$ cat src/include/gpio_config.svh
`ifndef GPIO_CONFIG_SVH
`define GPIO_CONFIG_SVH

`define GPIO_WIDTH 32 // Pins
`define GPIO_AW 6 // Byte address into the register map
`define GPIO_DW 32

// Read data returned on an unmapped offset
`define GPIO_MISS_RDATA 32'hffffffff

`endif

$ cat src/verilog/gpio_pkg.sv
`include "gpio_config.svh"

package gpio_pkg;

	typedef enum logic [`GPIO_AW-1:0] {
		REG_INTR_STATE = 6'h00, // W1C
		REG_INTR_ENABLE = 6'h04,
		REG_INTR_TEST = 6'h08, // Write only, reads zero
		REG_DATA_IN = 6'h0c, // Read only
		REG_DIRECT_OUT = 6'h10,
		REG_MASKED_OUT_LOWER = 6'h14,
		REG_MASKED_OUT_UPPER = 6'h18,
		REG_DIRECT_OE = 6'h1c,
		REG_MASKED_OE_LOWER = 6'h20,
		REG_MASKED_OE_UPPER = 6'h24,
		REG_INTR_CTRL_EN_RISING = 6'h28,
		REG_INTR_CTRL_EN_FALLING = 6'h2c,
		REG_INTR_CTRL_EN_LVLHIGH = 6'h30,
		REG_INTR_CTRL_EN_LVLLOW = 6'h34
	} gpio_reg_e;

	typedef enum logic {
		OP_READ = 1'b0,
		OP_WRITE = 1'b1
	} bus_op_e;

endpackage

$ cat src/verilog/gpio_event_if.sv
`timescale 1ns/1ps

`include "gpio_config.svh"

interface gpio_event_if;

	logic [`GPIO_WIDTH-1:0] rise_en;
	logic [`GPIO_WIDTH-1:0] fall_en;
	logic [`GPIO_WIDTH-1:0] high_en;
	logic [`GPIO_WIDTH-1:0] low_en;
	logic [`GPIO_WIDTH-1:0] data_in; // Synchronized pin values
	logic [`GPIO_WIDTH-1:0] pin_event; // Pulse on edge, held while level lasts

	modport reg_side (
		output rise_en, fall_en, high_en, low_en,
		input data_in, pin_event
	);

	modport detect_side (
		input rise_en, fall_en, high_en, low_en,
		output data_in, pin_event
	);

endinterface

$ cat src/verilog/gpio_bus_adapter.sv
`timescale 1ns/1ps

`include "gpio_config.svh"

module gpio_bus_adapter import gpio_pkg::*; (
	input logic clk_i,
	input logic rst_i,
	input logic req_valid_i,
	input logic req_write_i,
	input logic [`GPIO_AW-1:0] req_addr_i,
	input logic [`GPIO_DW-1:0] req_wdata_i,
	output logic req_ready_o,
	output logic rsp_valid_o,
	output logic [`GPIO_DW-1:0] rsp_rdata_o,
	output logic rsp_error_o,
	input logic rsp_ready_i,
	output logic acc_valid_o,
	output bus_op_e acc_op_o,
	output logic [`GPIO_AW-1:0] acc_addr_o,
	output logic [`GPIO_DW-1:0] acc_wdata_o,
	input logic [`GPIO_DW-1:0] acc_rdata_i,
	input logic acc_error_i
);

	logic rsp_valid_q;
	logic [`GPIO_DW-1:0] rsp_rdata_q;
	logic rsp_error_q;

	// Accept when no response is pending, or the pending one leaves now
	assign req_ready_o = !rsp_valid_q || rsp_ready_i;
	assign acc_valid_o = req_valid_i && req_ready_o;
	assign acc_op_o = req_write_i ? OP_WRITE : OP_READ;
	assign acc_addr_o = req_addr_i;
	assign acc_wdata_o = req_wdata_i;

	always_ff @(posedge clk_i) begin
		if (rst_i) begin
			rsp_valid_q <= 1'b0;
		end else if (acc_valid_o) begin
			rsp_valid_q <= 1'b1;
		end else if (rsp_ready_i) begin
			rsp_valid_q <= 1'b0; // Response taken
		end
	end

	always_ff @(posedge clk_i) begin
		if (acc_valid_o) begin
			rsp_rdata_q <= acc_rdata_i; // Held until the host takes it
			rsp_error_q <= acc_error_i;
		end
	end

	assign rsp_valid_o = rsp_valid_q;
	assign rsp_rdata_o = rsp_rdata_q;
	assign rsp_error_o = rsp_error_q;

endmodule

$ cat src/verilog/gpio_pin_detect.sv
`timescale 1ns/1ps

`include "gpio_config.svh"

module gpio_pin_detect (
	input logic clk_i,
	input logic rst_i,
	input logic [`GPIO_WIDTH-1:0] gpio_i,
	gpio_event_if.detect_side ev
);

	logic [`GPIO_WIDTH-1:0] sync_q; // First stage, may go metastable
	logic [`GPIO_WIDTH-1:0] data_q;
	logic [`GPIO_WIDTH-1:0] prev_q;
	logic [`GPIO_WIDTH-1:0] rising;
	logic [`GPIO_WIDTH-1:0] falling;
	logic [`GPIO_WIDTH-1:0] level_high;
	logic [`GPIO_WIDTH-1:0] level_low;

	always_ff @(posedge clk_i) begin
		if (rst_i) begin
			sync_q <= '0;
			data_q <= '0;
			prev_q <= '0;
		end else begin
			sync_q <= gpio_i;
			data_q <= sync_q;
			prev_q <= data_q; // For edge compare
		end
	end

	assign rising = data_q & ~prev_q;
	assign falling = ~data_q & prev_q;
	assign level_high = data_q;
	assign level_low = ~data_q;

	// Per pin OR of the enabled conditions
	assign ev.pin_event = (rising & ev.rise_en)
		| (falling & ev.fall_en)
		| (level_high & ev.high_en)
		| (level_low & ev.low_en);

	assign ev.data_in = data_q;

endmodule

$ cat src/verilog/gpio_reg_file.sv
`timescale 1ns/1ps

`include "gpio_config.svh"

module gpio_reg_file import gpio_pkg::*; (
	input logic clk_i,
	input logic rst_i,
	input logic acc_valid_i,
	input bus_op_e acc_op_i,
	input logic [`GPIO_AW-1:0] acc_addr_i,
	input logic [`GPIO_DW-1:0] acc_wdata_i,
	output logic [`GPIO_DW-1:0] acc_rdata_o,
	output logic acc_error_o,
	output logic [`GPIO_WIDTH-1:0] gpio_o,
	output logic [`GPIO_WIDTH-1:0] gpio_oe_o,
	output logic [`GPIO_WIDTH-1:0] intr_o,
	gpio_event_if.reg_side ev
);

	logic [`GPIO_WIDTH-1:0] intr_state_q;
	logic [`GPIO_WIDTH-1:0] intr_enable_q;
	logic [`GPIO_WIDTH-1:0] out_q;
	logic [`GPIO_WIDTH-1:0] oe_q;
	logic [`GPIO_WIDTH-1:0] rise_en_q;
	logic [`GPIO_WIDTH-1:0] fall_en_q;
	logic [`GPIO_WIDTH-1:0] high_en_q;
	logic [`GPIO_WIDTH-1:0] low_en_q;
	logic [`GPIO_WIDTH-1:0] intr_state_d;
	logic [`GPIO_WIDTH-1:0] w1c_bits;
	logic [`GPIO_WIDTH-1:0] test_bits;
	logic miss;
	logic wr_en;

	// Data in 15:0 lands where mask bit in 31:16 is set
	function automatic logic [15:0] masked_merge(
		input logic [15:0] old_val,
		input logic [`GPIO_DW-1:0] wdata
	);
		logic [15:0] mask;
		mask = wdata[31:16];
		return (old_val & ~mask) | (wdata[15:0] & mask);
	endfunction

	// Readback mux and decode
	always_comb begin
		acc_rdata_o = '0;
		miss = 1'b0;
		case (acc_addr_i)
			REG_INTR_STATE: acc_rdata_o = intr_state_q;
			REG_INTR_ENABLE: acc_rdata_o = intr_enable_q;
			REG_INTR_TEST: acc_rdata_o = '0;
			REG_DATA_IN: acc_rdata_o = ev.data_in;
			REG_DIRECT_OUT: acc_rdata_o = out_q;
			REG_MASKED_OUT_LOWER: acc_rdata_o = {16'h0000, out_q[15:0]};
			REG_MASKED_OUT_UPPER: acc_rdata_o = {16'h0000, out_q[31:16]};
			REG_DIRECT_OE: acc_rdata_o = oe_q;
			REG_MASKED_OE_LOWER: acc_rdata_o = {16'h0000, oe_q[15:0]};
			REG_MASKED_OE_UPPER: acc_rdata_o = {16'h0000, oe_q[31:16]};
			REG_INTR_CTRL_EN_RISING: acc_rdata_o = rise_en_q;
			REG_INTR_CTRL_EN_FALLING: acc_rdata_o = fall_en_q;
			REG_INTR_CTRL_EN_LVLHIGH: acc_rdata_o = high_en_q;
			REG_INTR_CTRL_EN_LVLLOW: acc_rdata_o = low_en_q;
			default: begin
				acc_rdata_o = `GPIO_MISS_RDATA;
				miss = 1'b1;
			end
		endcase
	end

	assign acc_error_o = miss;
	assign wr_en = acc_valid_i && (acc_op_i == OP_WRITE) && !miss;

	assign w1c_bits = (wr_en && acc_addr_i == REG_INTR_STATE) ? acc_wdata_i : '0;
	assign test_bits = (wr_en && acc_addr_i == REG_INTR_TEST) ? acc_wdata_i : '0;
	assign intr_state_d = (intr_state_q & ~w1c_bits) | ev.pin_event | test_bits; // Set wins

	always_ff @(posedge clk_i) begin
		if (rst_i) begin
			intr_state_q <= '0;
			intr_enable_q <= '0;
			out_q <= '0;
			oe_q <= '0;
			rise_en_q <= '0;
			fall_en_q <= '0;
			high_en_q <= '0;
			low_en_q <= '0;
		end else begin
			intr_state_q <= intr_state_d;
			if (wr_en) begin
				case (acc_addr_i)
					REG_INTR_ENABLE: intr_enable_q <= acc_wdata_i;
					REG_DIRECT_OUT: out_q <= acc_wdata_i;
					REG_MASKED_OUT_LOWER: out_q[15:0] <= masked_merge(out_q[15:0], acc_wdata_i);
					REG_MASKED_OUT_UPPER: out_q[31:16] <= masked_merge(out_q[31:16], acc_wdata_i);
					REG_DIRECT_OE: oe_q <= acc_wdata_i;
					REG_MASKED_OE_LOWER: oe_q[15:0] <= masked_merge(oe_q[15:0], acc_wdata_i);
					REG_MASKED_OE_UPPER: oe_q[31:16] <= masked_merge(oe_q[31:16], acc_wdata_i);
					REG_INTR_CTRL_EN_RISING: rise_en_q <= acc_wdata_i;
					REG_INTR_CTRL_EN_FALLING: fall_en_q <= acc_wdata_i;
					REG_INTR_CTRL_EN_LVLHIGH: high_en_q <= acc_wdata_i;
					REG_INTR_CTRL_EN_LVLLOW: low_en_q <= acc_wdata_i;
					default: ; // State, test and data_in handled elsewhere
				endcase
			end
		end
	end

	assign gpio_o = out_q;
	assign gpio_oe_o = oe_q;
	assign intr_o = intr_state_q & intr_enable_q;

	assign ev.rise_en = rise_en_q;
	assign ev.fall_en = fall_en_q;
	assign ev.high_en = high_en_q;
	assign ev.low_en = low_en_q;

endmodule

$ cat src/verilog/gpio_top.sv
`timescale 1ns/1ps

`include "gpio_config.svh"

module gpio_top import gpio_pkg::*; (
	input logic clk_i,
	input logic rst_i,
	input logic req_valid_i,
	input logic req_write_i,
	input logic [`GPIO_AW-1:0] req_addr_i,
	input logic [`GPIO_DW-1:0] req_wdata_i,
	output logic req_ready_o,
	output logic rsp_valid_o,
	output logic [`GPIO_DW-1:0] rsp_rdata_o,
	output logic rsp_error_o,
	input logic rsp_ready_i,
	input logic [`GPIO_WIDTH-1:0] gpio_i,
	output logic [`GPIO_WIDTH-1:0] gpio_o,
	output logic [`GPIO_WIDTH-1:0] gpio_oe_o,
	output logic [`GPIO_WIDTH-1:0] intr_o
);

	logic acc_valid;
	bus_op_e acc_op;
	logic [`GPIO_AW-1:0] acc_addr;
	logic [`GPIO_DW-1:0] acc_wdata;
	logic [`GPIO_DW-1:0] acc_rdata;
	logic acc_error;

	gpio_event_if ev_if ();

	gpio_bus_adapter u_bus_adapter (
		.clk_i(clk_i),
		.rst_i(rst_i),
		.req_valid_i(req_valid_i),
		.req_write_i(req_write_i),
		.req_addr_i(req_addr_i),
		.req_wdata_i(req_wdata_i),
		.req_ready_o(req_ready_o),
		.rsp_valid_o(rsp_valid_o),
		.rsp_rdata_o(rsp_rdata_o),
		.rsp_error_o(rsp_error_o),
		.rsp_ready_i(rsp_ready_i),
		.acc_valid_o(acc_valid),
		.acc_op_o(acc_op),
		.acc_addr_o(acc_addr),
		.acc_wdata_o(acc_wdata),
		.acc_rdata_i(acc_rdata),
		.acc_error_i(acc_error)
	);

	gpio_reg_file u_reg_file (
		.clk_i(clk_i),
		.rst_i(rst_i),
		.acc_valid_i(acc_valid),
		.acc_op_i(acc_op),
		.acc_addr_i(acc_addr),
		.acc_wdata_i(acc_wdata),
		.acc_rdata_o(acc_rdata),
		.acc_error_o(acc_error),
		.gpio_o(gpio_o),
		.gpio_oe_o(gpio_oe_o),
		.intr_o(intr_o),
		.ev(ev_if.reg_side)
	);

	gpio_pin_detect u_pin_detect (
		.clk_i(clk_i),
		.rst_i(rst_i),
		.gpio_i(gpio_i),
		.ev(ev_if.detect_side)
	);

endmodule
$ cat config.mk
export PLATFORM = sky130hd
export DESIGN_NAME = gpio_top
export DESIGN_NICKNAME = d
export VERILOG_FILES = /design/src/verilog/gpio_pkg.sv /design/src/verilog/gpio_event_if.sv /design/src/verilog/gpio_bus_adapter.sv /design/src/verilog/gpio_pin_detect.sv /design/src/verilog/gpio_reg_file.sv /design/src/verilog/gpio_top.sv
export VERILOG_INCLUDE_DIRS = /design/src /design/src/include
export SDC_FILE = /design/constraint.sdc
export NUM_CORES = 1
export LEC_CHECK = 0
export BUFFER_PORTS_ARGS = -buffer_cell sky130_fd_sc_hd__buf_2
export CELL_PAD_IN_SITES_DETAIL_PLACEMENT = 0
export CELL_PAD_IN_SITES_GLOBAL_PLACEMENT = 1
export CORE_ASPECT_RATIO = 0.7
export CORE_MARGIN = 2
export CORE_UTILIZATION = 45
export DETAILED_ROUTE_END_ITERATION = 8
export HOLD_SLACK_MARGIN = 0.02
export PLACE_DENSITY_LB_ADDON = 0.1
export SYNTH_ARGS = -nofsm -noshare
export SYNTH_HDL_FRONTEND = slang
export SYNTH_SLANG_ARGS = --single-unit
$ cat constraint.sdc
create_clock -name clk_i -period 2.1 [get_ports clk_i]
set_input_delay 0.21 -clock clk_i [delete_from_list [all_inputs] [get_ports clk_i]]
set_output_delay 0.21 -clock clk_i [all_outputs]
set_load 0.05 [all_outputs]
==> impl_metrics.ini <==
[yosys]
synthDistinctLibCells = 47
ys_seq_area_share_pct = 44.8
yosys_register_bits = 386
ys_warn_count = 0
synthArstFlopShare_pct = 0
netlist_instances = 2084
ys.flop_type = dfxtp_1
synth_edf_count = 33
synth.avg_cell_area_um2 = 8.64
synth_area_um2 = 18000
syn_nets = 2159

[floorplanning]
placementRows = 61
initial_core_util_pct = 45.4
die_area_um2 = 41600
ioPinCount = 206
core_area_um2 = 39600
die_h_um = 171
die_w_um = 243

[routing]
drtAntennaViolNets = 0
drt_first_pass_iters = 6
wl_um = 78600
vias = 18700
routed_via_density = 6.53
avgRoutedWirePerCell_um = 27.4
drc = 0
drt_iter0_drc = 2745

[placement]
dpl-instance-area_um2 = 20600
gp_congestion = 0.929
post-dp-hpwl_um = 53600
dpl.cell_count = 2757
port_buffers = 205

[timing]
fin_crit_sh_pct = 88.6
rsz0062_at_grt = false
setup_tns_ns = 0
fmax_mhz = 538
hold_violations = 0
worst_pin_slew_ns = 0.899
fin_worst_skew_ns = 0.0277
min_period_ns = 1.86
max_slew_margin_pct = 40.1
maxSlewViolCount = 0
setup_viol = 0

[final_layout]
utilization_pct = 56.5
syn_to_final_growth_pct = 24.4
drive_gt1_share_pct = 21.1
nets = 2379
final-instance-count-excl-fill = 2869
antenna_cells = 0
final_cell_area_um2 = 22400

[setup_path]
critPathCaptureType = output pin
r2r-end = u_bus_adapter.rsp_rdata_o[18]
critPathMaxStageDelay_ns = 0.71
worstPathCellList = buf_2
crit_fanout = 4
criticalPathCategory = flip-flop to output pin
critical-path-top-delay-family = flip-flops
path_buf_inv = 1
r2r_slack_ns = 0.41
crit_path_start_kind = flip-flop
arrival_ns = 1.65
required_ns = 1.89
slowest_stage = dfxtp_1
ff2ff_path_depth = 3

[clocking]
cts_setup_buffers = 0
clockBufferDepth = 3
cts_tree = done
clk_latency_ns = 0.56
cts_resized = 0
cts_sinks = 386
cts_root_buffer = clkbuf_16
numCtsBuffers = 40
clk_pin_slew_ns = 0.06
hold_buffers = 40
htree_levels = 2

[hold_path]
min_to = u_reg_file.intr_enable_q[12]
whs_path_depth = 3
min_from = req_wdata_i[12]
hold_path_class = primary input to flip-flop

[power_and_ir_drop]
cellLeakagePower_nw = 8.38
ir_drop_mv = 0.620
p_per_area_nw_per_um2 = 739
total_power_mw = 16.6

[global_route]
grt_max_degree = 69
track_usage_pct = 36.7
grt_remaining_overflow = 0
grt_pass1_wl_um = 115000
antenna_found_initial = 3
grt_pass1_vias = 17200

[job]
maxCapViolations = 0

[status]
status = complete, no violations
stage by stage:
stage	hold slack (ns)	setup WS (ns)
final	0.0399	0.240
after global routing	0.0355	0.274
after CTS	0.0207	0.288
after detailed placement	0.424	-0.141
after global placement	0.416	-0.131
after floorplan	0.332	0.126
report_power, final:
| group | leakage, nW | total [mW] | internal (mW) | switching, mW |
|---|---|---|---|---|
| Sequential | 3.15 | 7.67 | 7.57 | 0.0968 |
| Combinational | 4.55 | 1.46 | 0.486 | 0.975 |
| Clock | 0.676 | 7.43 | 4.24 | 3.19 |
| Total | 8.38 | 16.6 | 12.3 | 4.26 |
cells by family after synthesis:
| group | after synthesis | synth area share [%] |
|---|---|---|
| mux | 32 | 1.78 |
| compound gates | 745 | 26.5 |
| buf+inv | 302 | 6.74 |
| flops | 386 | 44.8 |
| simple gates | 619 | 20.2 |
layer usage:
| metal | vias up | routed length, um | global-route usage [%] | part of all wire (%) |
|---|---|---|---|---|
| met2 | 1230 | 33000 | 53.9 | 42 |
| met3 | 163 | 9470 | 7.18 | 12 |
| met4 | 4 | 2230 | 11.2 | 2.8 |
| li1 | 8143 | - | - | - |
| met1 | 9198 | 33800 | 54.0 | 43 |
| met5 | - | 27 | 0 | 0.034 |
synth_stat cells (7+ instances only):
master | n | area (um2)
nand2_1 | 12 | 45.0
dfxtp_1 | 353 | 7070
a222oi_1 | 16 | 160
and4_1 | 7 | 61.3
a31oi_1 | 32 | 200
mux2i_1 | 32 | 320
a21oi_1 | 210 | 1050
a211oi_1 | 64 | 480
nand3_1 | 224 | 1120
o211ai_1 | 16 | 120
a311oi_1 | 7 | 61.3
buf_2 | 55 | 275
a311oi_2 | 10 | 150
and3_1 | 107 | 669
nor2b_1 | 98 | 613
and2_1 | 37 | 231
clkbuf_1 | 179 | 672
a2111oi_0 | 41 | 359
nand4_1 | 19 | 119
nand2b_1 | 83 | 519
o21ai_0 | 198 | 991
inv_1 | 66 | 248
o32ai_1 | 32 | 280
a31o_2 | 15 | 131
o31ai_1 | 32 | 240
a21o_1 | 34 | 255
nor2_1 | 7 | 26.3
edfxtp_1 | 33 | 991
nor3b_1 | 8 | 60.1
a22oi_1 | 33 | 248
final cells by class:
type / count / area [um2]
clock buffers: 56 / 1190
clock inverters: 16 / 155
fillers: 3534 / 17200
inverters: 66 / 248
multi-input cells: 1396 / 8810
flip-flops and latches: 386 / 8060
well taps: 535 / 669
repair buffers: 414 / 3270
cell usage in the layout, fill, tap and decap left out, types with 9 or more instances in the layout:
cell / instances
buf_12: 45
a21o_1: 34
a31o_2: 15
buf_2: 204
nand2_1: 12
a21oi_1: 210
mux2i_1: 32
o21ai_0: 198
o211ai_1: 16
and3_1: 107
clkbuf_8: 9
nand2b_1: 82
a222oi_1: 16
dlygate4sd3_1: 40
edfxtp_1: 33
a211oi_1: 64
o32ai_1: 32
and2_1: 35
o31ai_1: 32
inv_1: 66
nand3_1: 224
a2111oi_0: 41
nor2b_1: 96
clkbuf_16: 42
a31oi_1: 32
a22oi_1: 33
dfxtp_1: 352
nand4_1: 19
buf_4: 124
a311oi_2: 10
how the worst max path moves through the flow:
stage,startpoint,end,slack [ns],depth (start not counted)
3_3_place_gp,req_addr_i[1],u_bus_adapter.rsp_rdata_o[16],-0.13,7
5_1_grt,req_addr_i[0],u_bus_adapter.rsp_rdata_o[5],0.27,8
6_report,flip-flop,gpio_o[28],0.24,1
2_1_floorplan,u_bus_adapter.rsp_valid_o,u_bus_adapter.rsp_error_o,0.13,2
4_1_cts,flip-flop,gpio_o[28],0.29,1
3_5_place_dp,req_addr_i[1],u_bus_adapter.rsp_rdata_o[16],-0.14,7
No activity file was read; power rests on OpenSTA's default activity.
